===== src/rtl/buf_ctrl_pkg.sv =====
// Burst lengths above 31 beats do not fit burst_len_t.
package buf_ctrl_pkg;

        localparam int BURST_LEN_W = 5;

        // Beats in one burst.
        typedef logic [BURST_LEN_W-1:0] burst_len_t;

        // Controller states.
        typedef enum logic [1:0] {
                IDLE  = 2'd0,
                START = 2'd1,
                MOVE  = 2'd2
        } burst_state_e;

endpackage


===== src/rtl/buf_types_pkg.sv =====
// Payload is fixed at 32 bits, and level_t only covers FIFO depths up to 16.
package buf_types_pkg;

        localparam int DATA_W  = 32;
        localparam int LEVEL_W = 5;

        // One payload word.
        typedef logic [DATA_W-1:0] data_word_t;

        // Occupancy, from zero up to the full depth.
        typedef logic [LEVEL_W-1:0] level_t;

endpackage


===== src/rtl/beat_counter.sv =====
// load and take are expected never to be high in the same cycle.
`timescale 1ns/1ps

module beat_counter
        import buf_ctrl_pkg::*;
(
        input  logic       w_clk,
        input  logic       w_reset_n,
        input  logic       load,
        input  burst_len_t load_len,
        input  logic       take,
        output burst_len_t beats_left,
        output logic       last_beat
);

        always_ff @(posedge w_clk)
        begin
                if (!w_reset_n)
                        beats_left <= '0;
                else if (load)
                        beats_left <= load_len;
                else if (take && beats_left != '0)
                        beats_left <= beats_left - burst_len_t'(1);
        end

        // The word taken now is the final one of the burst.
        assign last_beat = (beats_left == burst_len_t'(1));

endmodule


===== src/rtl/burst_buffer_top.sv =====
// Single clock only; writes are dropped silently while full is high.
`timescale 1ns/1ps

module burst_buffer_top
        import buf_types_pkg::*;
        import buf_ctrl_pkg::*;
#(
        parameter int FIFO_DEPTH = 8,
        parameter int BURST_LEN  = 4
)
(
        input  logic       w_clk,
        input  logic       w_reset_n,
        input  logic       wr,
        input  data_word_t wr_data,
        input  logic       flush,
        input  logic       out_ready,
        output logic       full,
        output logic       burst_start,
        output burst_len_t burst_len,
        output logic       out_valid,
        output data_word_t out_data,
        output logic       out_last
);

        data_word_t     rd_data;
        level_t         level;
        logic           empty;
        logic           rd;
        logic           take;
        logic           load;
        burst_len_t     load_len;
        burst_len_t     beats_left;
        logic           last_beat;
        logic           stage_free;

        sync_fifo_data #(
                .FIFO_DEPTH (FIFO_DEPTH)
        ) u_fifo (
                .w_clk      (w_clk),
                .w_reset_n  (w_reset_n),
                .wr         (wr),
                .wr_data    (wr_data),
                .rd         (rd),
                .rd_data    (rd_data),
                .empty      (empty),
                .full       (full),
                .level      (level)
        );

        beat_counter u_beats (
                .w_clk      (w_clk),
                .w_reset_n  (w_reset_n),
                .load       (load),
                .load_len   (load_len),
                .take       (take),
                .beats_left (beats_left),
                .last_beat  (last_beat)
        );

        out_stage u_out (
                .w_clk      (w_clk),
                .w_reset_n  (w_reset_n),
                .take       (take),
                .rd_data    (rd_data),
                .last_beat  (last_beat),
                .out_ready  (out_ready),
                .out_valid  (out_valid),
                .out_data   (out_data),
                .out_last   (out_last),
                .stage_free (stage_free)
        );

        burst_ctrl #(
                .FIFO_DEPTH (FIFO_DEPTH),
                .BURST_LEN  (BURST_LEN)
        ) u_ctrl (
                .w_clk       (w_clk),
                .w_reset_n   (w_reset_n),
                .flush       (flush),
                .level       (level),
                .empty       (empty),
                .stage_free  (stage_free),
                .beats_left  (beats_left),
                .rd          (rd),
                .take        (take),
                .load        (load),
                .load_len    (load_len),
                .burst_start (burst_start),
                .burst_len   (burst_len)
        );

endmodule


===== src/rtl/burst_ctrl.sv =====
// BURST_LEN above FIFO_DEPTH is clamped to the depth, so such a burst never waits forever.
`timescale 1ns/1ps

module burst_ctrl
        import buf_types_pkg::*;
        import buf_ctrl_pkg::*;
#(
        parameter int FIFO_DEPTH = 8,
        parameter int BURST_LEN  = 4
)
(
        input  logic       w_clk,
        input  logic       w_reset_n,
        input  logic       flush,
        input  level_t     level,
        input  logic       empty,
        input  logic       stage_free,
        input  burst_len_t beats_left,
        output logic       rd,
        output logic       take,
        output logic       load,
        output burst_len_t load_len,
        output logic       burst_start,
        output burst_len_t burst_len
);

        localparam int START_LVL = (BURST_LEN < FIFO_DEPTH) ? BURST_LEN : FIFO_DEPTH;

        burst_state_e   state;
        logic           flush_pend;
        logic           full_ready;
        logic           flush_ready;
        logic           pop;

        assign full_ready  = (level >= level_t'(START_LVL));
        assign flush_ready = flush_pend && !empty;

        // One pop feeds both the FIFO and the output register.
        assign pop  = (state == MOVE) && stage_free && !empty;
        assign rd   = pop;
        assign take = pop;

        assign burst_start = (state == START);
        assign load        = burst_start;
        assign load_len    = burst_len;

        always_ff @(posedge w_clk)
        begin
                if (!w_reset_n)
                begin
                        state     <= IDLE;
                        burst_len <= '0;
                end
                else
                begin
                        case (state)
                                IDLE:
                                begin
                                        if (full_ready)
                                        begin
                                                state     <= START;
                                                burst_len <= burst_len_t'(START_LVL);
                                        end
                                        else if (flush_ready)
                                        begin
                                                // Short remainder, take all that is stored.
                                                state     <= START;
                                                burst_len <= burst_len_t'(level);
                                        end
                                end
                                START:
                                        state <= MOVE;
                                MOVE:
                                begin
                                        if (pop && beats_left == burst_len_t'(1))
                                                state <= IDLE;
                                end
                                default:
                                        state <= IDLE;
                        endcase
                end
        end

        // A new flush wins over the clear of an older one.
        always_ff @(posedge w_clk)
        begin
                if (!w_reset_n)
                        flush_pend <= 1'b0;
                else if (flush)
                        flush_pend <= 1'b1;
                else if (state == IDLE && !full_ready && flush_ready)
                        flush_pend <= 1'b0;
        end

endmodule


===== src/rtl/out_stage.sv =====
// take must only be raised while stage_free is high, or a held word is overwritten.
`timescale 1ns/1ps

module out_stage
        import buf_types_pkg::*;
(
        input  logic       w_clk,
        input  logic       w_reset_n,
        input  logic       take,
        input  data_word_t rd_data,
        input  logic       last_beat,
        input  logic       out_ready,
        output logic       out_valid,
        output data_word_t out_data,
        output logic       out_last,
        output logic       stage_free
);

        // Empty now, or emptied by the consumer at this edge.
        assign stage_free = !out_valid || out_ready;

        always_ff @(posedge w_clk)
        begin
                if (!w_reset_n)
                begin
                        out_valid <= 1'b0;
                        out_last  <= 1'b0;
                end
                else if (take)
                begin
                        out_valid <= 1'b1;
                        out_last  <= last_beat;
                end
                else if (out_ready)
                begin
                        out_valid <= 1'b0;
                        out_last  <= 1'b0;
                end
        end

        always_ff @(posedge w_clk)
        begin
                if (take)
                        out_data <= rd_data;
        end

endmodule


===== src/rtl/sync_fifo_data.sv =====
// FIFO_DEPTH must be a power of two from 4 to 16; flags may lag the pointers by one cycle.
`timescale 1ns/1ps

module sync_fifo_data
        import buf_types_pkg::*;
#(
        parameter int FIFO_DEPTH = 8
)
(
        input  logic       w_clk,
        input  logic       w_reset_n,
        input  logic       wr,
        input  data_word_t wr_data,
        input  logic       rd,
        output data_word_t rd_data,
        output logic       empty,
        output logic       full,
        output level_t     level
);

        localparam int AW = $clog2(FIFO_DEPTH);

        data_word_t     mem [FIFO_DEPTH];
        logic [AW:0]    wr_ptr;
        logic [AW:0]    rd_ptr;
        logic [AW:0]    next_wr_ptr;
        logic [AW:0]    next_rd_ptr;
        logic [AW:0]    ptr_diff;
        logic           do_wr;
        logic           do_rd;

        // Refused strobes leave the pointers alone.
        assign do_wr = wr && !full;
        assign do_rd = rd && !empty;

        assign next_wr_ptr = do_wr ? wr_ptr + (AW+1)'(1) : wr_ptr;
        assign next_rd_ptr = do_rd ? rd_ptr + (AW+1)'(1) : rd_ptr;

        always_ff @(posedge w_clk)
        begin
                if (do_wr)
                        mem[wr_ptr[AW-1:0]] <= wr_data;
        end

        always_ff @(posedge w_clk)
        begin
                if (!w_reset_n)
                begin
                        wr_ptr <= '0;
                        rd_ptr <= '0;
                end
                else
                begin
                        wr_ptr <= next_wr_ptr;
                        rd_ptr <= next_rd_ptr;
                end
        end

        // Both flags err on the safe side for one cycle.
        always_ff @(posedge w_clk)
        begin
                if (!w_reset_n)
                begin
                        empty <= 1'b1;
                        full  <= 1'b0;
                end
                else
                begin
                        empty <= (next_rd_ptr == wr_ptr);
                        full  <= (next_wr_ptr[AW-1:0] == rd_ptr[AW-1:0]) &&
                                 (next_wr_ptr[AW] != rd_ptr[AW]);
                end
        end

        // Extra pointer bit makes the difference exact at full depth.
        assign ptr_diff = wr_ptr - rd_ptr;
        assign level    = level_t'(ptr_diff);

        assign rd_data = mem[rd_ptr[AW-1:0]];

endmodule


===== config.mk =====
export PLATFORM = sky130hd
export DESIGN_NAME = burst_buffer_top
export DESIGN_NICKNAME = d
export VERILOG_FILES = /design/src/rtl/buf_ctrl_pkg.sv /design/src/rtl/buf_types_pkg.sv /design/src/rtl/beat_counter.sv /design/src/rtl/burst_buffer_top.sv /design/src/rtl/burst_ctrl.sv /design/src/rtl/out_stage.sv /design/src/rtl/sync_fifo_data.sv
export SDC_FILE = /design/constraint.sdc
export NUM_CORES = 1
export LEC_CHECK = 0
export BUFFER_PORTS_ARGS = -buffer_cell sky130_fd_sc_hd__buf_2
export CORE_MARGIN = 2
export CORE_UTILIZATION = 45
export DETAILED_ROUTE_END_ITERATION = 7
export HOLD_SLACK_MARGIN = 0.15
export MAX_ROUTING_LAYER = met4
export PLACE_DENSITY_LB_ADDON = 0.15
export SYNTH_ARGS = -nofsm -noshare
export SYNTH_HDL_FRONTEND = slang
export SYNTH_HIERARCHICAL = 1
export SYNTH_SLANG_ARGS = --single-unit

===== constraint.sdc =====
create_clock -name w_clk -period 9.2 [get_ports w_clk]
set_clock_uncertainty 0.05 [all_clocks]
set_input_delay 0.92 -clock w_clk [delete_from_list [all_inputs] [get_ports w_clk]]
set_output_delay 0.92 -clock w_clk [all_outputs]
set_load 0.02 [all_outputs]

## After elaboration in Yosys (flattened, before gate mapping)

Memories as Yosys holds them, arrays and structs flattened. A register that Yosys moved wholly into a read port is not among the register bits.
Cells that the tools add are included.

| word-level totals | value |
|---|---|
| flip-flop bits (word level) | 25 |
| memories kept | 1 |
| bits of input ports | 37 |
| bits in writable memories | 256 |
| output and inout bits | 41 |

Memory list:

| name | depth | bits a word | rd ports | clocked after memory_dff | wr ports | RTL line | text |
|---|---|---|---|---|---|---|---|
| u_fifo.mem | 8 | 32 | 1 | 1 | 1 | sync_fifo_data.sv:23 | `data_word_t mem [FIFO_DEPTH];` |

| cells by class | value |
|---|---|
| order comparisons | 1 |
| equal/unequal tests | 8 |
| mux-type cells | 17 |
| $add $sub $neg | 4 |
| reductions and logical operators | 23 |

Operators by type and width:

| kind | number |
|---|---|
| 2-to-1 mux 5 bit | 4 |
| logical AND 1 bit | 10 |
| adder 4 x 1 -> 4 bit (second input constant) | 2 |
| 2-to-1 mux 4 bit | 2 |
| nonzero test 2 bit | 4 |
| 2-to-1 mux 1 bit | 7 |
| 2-to-1 mux 2 bit | 3 |
| case mux 2 bit (3 select lines) | 1 |
| equality test 5 x 1 -> 1 bit (second input constant) | 1 |
| nonzero test 5 bit | 1 |
| subtractor 5 x 1 -> 5 bit (second input constant) | 1 |
| equality test 4 bit | 1 |
| greater-or-equal comparator 4 x 3 -> 1 bit (second input constant) | 1 |
| logical NOT 1 bit | 4 |
| AND reduction 2 bit | 2 |
| subtractor 4 bit | 1 |
| equality test 3 bit | 1 |
| != test 3 x 1 -> 1 bit (second input constant) | 1 |
| equality test 2 x 1 -> 1 bit (second input constant) | 1 |
| equality test 2 bit (second input constant) | 1 |
| logical NOT 2 bit | 1 |
| != test 2 bit (second input constant) | 1 |
| logical OR 1 bit | 1 |
| != test 1 bit | 1 |

## Depth between registers and ports, before layout

| depth | value |
|---|---|
| depth in word-level cells | 7 |
| gate-level depth with buffers | 10 |
| depth with buffers taken out | 9 |

## Modules after synthesis

The synthesis kept the hierarchy.

Modules (own cells, without submodules):

| module | cells an instance | area each (um^2) | times used |
|---|---|---|---|
| sync_fifo_data | 529 | 10,371.2 | 1 |
| out_stage | 39 | 1,039.7 | 1 |
| burst_ctrl | 43 | 387.9 | 1 |
| beat_counter | 40 | 317.8 | 1 |

## Worst setup path before layout

OpenSTA, ideal clock, no wires.

| timing | value |
|---|---|
| path type | input-to-reg |
| start | input wr |
| end | memory u_fifo/mem[0][0] in the netlist's numbering (enable) |
| stages on the path | 2 |
| arrival time | 4,082 ps |
| library setup time | 502 ps |
| path slack | 4,566 ps |
| path through | nand2b_1 -> nor4_1 |

| between the ends | value |
|---|---|
| word-level cells in the longest chain between the ends | 3 |

Ends and longest elaborated chain:

| item | RTL line | text |
|---|---|---|
| from (decl) | burst_buffer_top.sv:14 | `input logic wr,` |
| logical AND 1 bit | sync_fifo_data.sv:33 | `assign do_wr = wr && !full;` |
| 2-to-1 mux 1 bit | sync_fifo_data.sv:41 | `if (do_wr)` |
| 2-to-1 mux 1 bit (not written as such) | sync_fifo_data.sv:42 | `mem[wr_ptr[AW-1:0]] <= wr_data;` |
| to (decl) | sync_fifo_data.sv:23 |  |

Every way passes these cells.

## Worst setup path after layout

| timing | value |
|---|---|
| start | register u_fifo.rd_ptr[1] |
| end | register u_ctrl.burst_len[1] |

| between the ends | value |
|---|---|
| word-level cells in the longest chain between the ends | 4 |

Ends and longest elaborated chain:

| item | RTL line | text |
|---|---|---|
| from (decl) | sync_fifo_data.sv:25 | `logic [AW:0] rd_ptr;` |
| from (signal assigned) | sync_fifo_data.sv:55 | `rd_ptr <= next_rd_ptr;` |
| subtractor 4 bit (*) | sync_fifo_data.sv:76 | `assign ptr_diff = wr_ptr - rd_ptr;` |
| via level[3] | burst_buffer_top.sv:27 | `level_t level;` |
| greater-or-equal comparator 4 x 3 -> 1 bit (*) | burst_ctrl.sv:35 | `assign full_ready = (level >= level_t'(START_LVL));` |
| nonzero test 2 bit (no line) | - |  |
| AND reduction 2 bit (no line) | - |  |
| to (signal assigned) | burst_ctrl.sv:62 | `burst_len <= burst_len_t'(START_LVL);` |
| to (signal assigned) | burst_ctrl.sv:68 | `burst_len <= burst_len_t'(level);` |
| to (decl) | burst_ctrl.sv:24 | `output burst_len_t burst_len` |

Mark *: on every way through the listed nets, which the timed path passes. The rest lies on a longest branch. The select of a mux whose other input is x is not followed.
A chain may end at the register's enable or synchronous reset.

==> key figures <==
Flow run
  • Max-cap violations: 0

Global route
  • Largest net degree at the start of global routing: slightly above 70
  • Antenna violations before repair: 3
  • Global route total overflow: 0
  • First-pass GRT wire length: 36100 um
  • Vias in the first global route: 6206
  • GRT Util Overall: 17.5%

Final layout
  • Non-filler cells, final: about 1.1k
  • Fillers: 2146
  • Nets: between 700 and 800
  • Layout cells sized above 1: roughly 28%
  • Layout area overhead: 14.8%
  • Design Area, Final: between 10000 and 15000 um^2

Route
  • DRT iter0 DRCs: between 400 and 500
  • First-pass iteration count of the detailed router: 4
  • Number of antenna-violating nets in the routed design: 0
  • Final wirelength: 23500 um
  • Vias per cell: around 5.3
  • WL/cell: 21.3 um
  • Drt drc: 0
  • DR vias: 5905

Placed design
  • Dpl cells: 1045
  • Post-DP HPWL: 12500 um
  • IO Port Bufs: 77
  • GP Congestion: 0.704
  • Placed Instance Area: 12900 um^2

Synth
  • Synth top cells by count: edfxtp_1 (288), nand2_1 (111), mux4_2 (65)
  • Synth Area in Compound Gates: 1.75%
  • Syn Area/Cell: 18.6 um^2
  • Mux cell area share after synthesis: between 10% and 20%
  • Syn nets: around 700
  • Netlist area before placement: 12100 um^2
  • Post-synth top area share: 71.4%
  • Seq/Total Area, Yosys: between 70% and 80%
  • Ys async rst share: 0%
  • Main combinational cell family by area after synthesis: multiplexers
  • Yosys Warn Count: 6
  • XOR/XNOR Fraction of Synth Area: 1.16%
  • Post-synth EDFFs: 288
  • Simple-gate share of the synthesized area: about 6.4%
  • Most numerous cell in the Yosys netlist: edfxtp_1
  • Post-synth top area cell: edfxtp_1
  • Cell count after synthesis: 651
  • Top cells by area, synth: edfxtp_1 (71%), mux4_2 (12%), dfxtp_1 (4.1%), nand2_1 (3.4%), xnor2_1 (0.87%)
  • #FFs+latches synth: approximately 310
  • Post-synth top flop: edfxtp_1
  • Library cells used by synthesis: 51
  • Post-synthesis adder-cell area fraction: 0.888%

Worst setup path
  • Critical Path Slowest Stage Cell: dfxtp_4
  • Slowest stage delay, CP: around 1.1 ns
  • Critical path type: flop to flop
  • Worst path bufs/invs: 1
  • Critical Path AT: 3.39 ns
  • CP endpoint kind: flop
  • Delay-heaviest family, CP: flip-flops
  • Most used cell along the critical path: nor3_1
  • CP required: 9.51 ns
  • Crit-path cells: inv_1 > ha_1 > a21o_1 > a21oi_1 > xnor2_1 > nor3_1 > nor3_1 > o32ai_1
  • Critical path fanouts, max: 70
  • Crit start category: flop

Power and ir drop
  • Comb pwr share: 3.9%
  • VDD IR max: 0.111 mV
  • Clk pwr share: 41.7%
  • Switching Power: 0.000594 W
  • Sw frac: 20.1%
  • Pwr Total: 0.00296 W
  • Standby leakage power: 4.63 nW
  • Flop pwr share: 54.3%
  • PwrDens: about 210 nW/um^2
  • Power Internal: between 0.002 and 0.0025 W

STA
  • Part of the cycle the worst path needs: 33.6%
  • Relative slew slack: 28.6%
  • RSZ-0062 raised after global routing: no
  • Min Hold Slack: 0.410 ns
  • Hold Vio Cnt, Final: 0
  • TNS Setup: 0 ns
  • Fin. max-slew vios: 0
  • Final setup violation count: 0
  • Least-Margin Pin Slew: roughly 1.1 ns
  • Minimum clock period: between 3 and 4 ns
  • Fmax: roughly 0.32 GHz

Min path
  • Worst Hold Class: flop to flop

CTS
  • Hold buffer count at CTS: 0
  • Post-CTS Setup Bufs: 0
  • # resized after CTS: 0
  • Root buf cell: clkbuf_16
  • Clk_lat worst skew: 0.50 ns
  • Clk sinks: 313
  • Clock transition at path regs: 0.06 ns
  • Total CTS buffers: 34
  • CTS tree: done
  • Clock Tree Buf Depth: 3
  • H-tree depth: 2

Floorplanning
  • Io pins: 78
  • Die area: 28300 um^2
  • Die Ht: between 150 and 200 um
  • Core Region: 26700 um^2
  • Horiz. Die Dim: 168 um
  • Starting Density: 45.3%
  • # rows: 60

Run status
  • Status: completed
==> registers in the layout (all words and copies together) (netlist names) <==
register / count
u_fifo/full: 1
u_out/out_data: 32
u_fifo/empty: 1
u_out/out_valid: 1
u_fifo/wr_ptr: 4
u_ctrl/flush_pend: 1
u_ctrl/burst_len: 5
u_out/out_last: 1
u_ctrl/state: 2
u_fifo/rd_ptr: 4
u_beats/beats_left: 5
u_fifo/mem: 256
==> cells in the final DEF, fill, tap and decap left out, types with 3 or more instances in the layout <==
cell       synthesis  layout
edfxtp_1         288     288
nand2_1          111     111
buf_2             12      77
mux4_2            65      65
clkbuf_16          0      37
dfxtp_1           25      22
buf_4              8      14
xnor2_1           12      12
inv_1             11      11
clkbuf_1          10      10
nor2b_1            7       7
ha_1               7       7
and2_1             7       7
nor2_1            12       6
nand3_1            6       6
nor2_4             0       6
nor3_1             5       5
clkinv_1           0       4
clkinv_2           0       4
a21oi_1            4       4
o21ai_0            4       4
o21a_1             4       4
xor2_1             4       4
diode_2            0       3
nand4_1            3       3
nand2b_1           3       3
==> power by group through the flow <==
stage / logic [W] / registers, W / clock network, W
final: 0.000117 / 0.00161 / 0.00123
after global placement: 0.000114 / 0.00163 / 0
after floorplan: 0.0000702 / 0.00164 / 0
after global routing: 0.000129 / 0.00161 / 0.00133
after detailed placement: 0.000118 / 0.00164 / 0
after CTS: 0.000119 / 0.00161 / 0.00127
==> layer usage <==
layer | wire length [um] | part of all wire, % | track usage, % | vias up
met1 | 9700 | 41 | 21.5 | 3030
met3 | 1200 | 5.1 | 3.62 | 35
met4 | 375 | 1.6 | 4.39 | 0
met5 | 0 | 0 | - | -
li1 | - | - | - | 2699
met2 | 12200 | 52 | 30.2 | 141
==> metrics by stage <==
step           setup slack, ns  utilization (%)
2_1_floorplan             4.57                -
6_report                  6.11             52.0
3_5_place_dp              6.05             48.2
4_1_cts                   6.03             52.0
3_3_place_gp              6.20             48.2
5_1_grt                   5.72             52.0
==> cell families (layout without fill, tap and decap cells) <==
family	after synthesis	in the layout
other cells	1	4
mux	66	66
buf+inv	49	158
simple gates	169	169
xor+xnor	16	16
flops	313	313
fa+ha+maj	8	8
compound gates	29	29
==> area by class of cell <==
type	instances	area, um^2	area share (%)
Sequential cell	313	9160	65.8
Multi-Input combinational cell	289	2780	20.0
Clock buffer	47	963	6.93
Timing Repair Buffer	91	490	3.53
Tap cell	341	427	3.07
Clock inverter	9	42.5	0.306
Inverter	11	41.3	0.297
Antenna cell	3	7.51	0.0540
==> worst paths after layout <==
| kind | depth (start not counted) | startpoint | endpoint | slack, ns |
|---|---|---|---|---|
| hold / removal | 2 | u_ctrl/burst_len[4]$_SDFFE_PN0P_ | u_ctrl/burst_len[4]$_SDFFE_PN0P_ | 0.41 |
| setup / recovery | 8 | u_fifo/rd_ptr[1]$_SDFF_PN0_ | u_ctrl/burst_len[1]$_SDFFE_PN0P_ | 6.11 |
| hold reg to reg | 2 | u_ctrl/burst_len[4]$_SDFFE_PN0P_ | u_ctrl/burst_len[4]$_SDFFE_PN0P_ | 0.41 |
| setup reg to reg | 8 | u_fifo/rd_ptr[1]$_SDFF_PN0_ | u_ctrl/burst_len[1]$_SDFFE_PN0P_ | 6.11 |
==> worst reg2reg max path: stages, from the launching register on <==
cell	delay, ns
dfxtp_4	1.05
inv_1	0.27
ha_1	0.36
a21o_1	0.15
a21oi_1	0.16
xnor2_1	0.14
nor3_1	0.09
nor3_1	0.49
o32ai_1	0.18
Power figures use the tool's default switching activity.
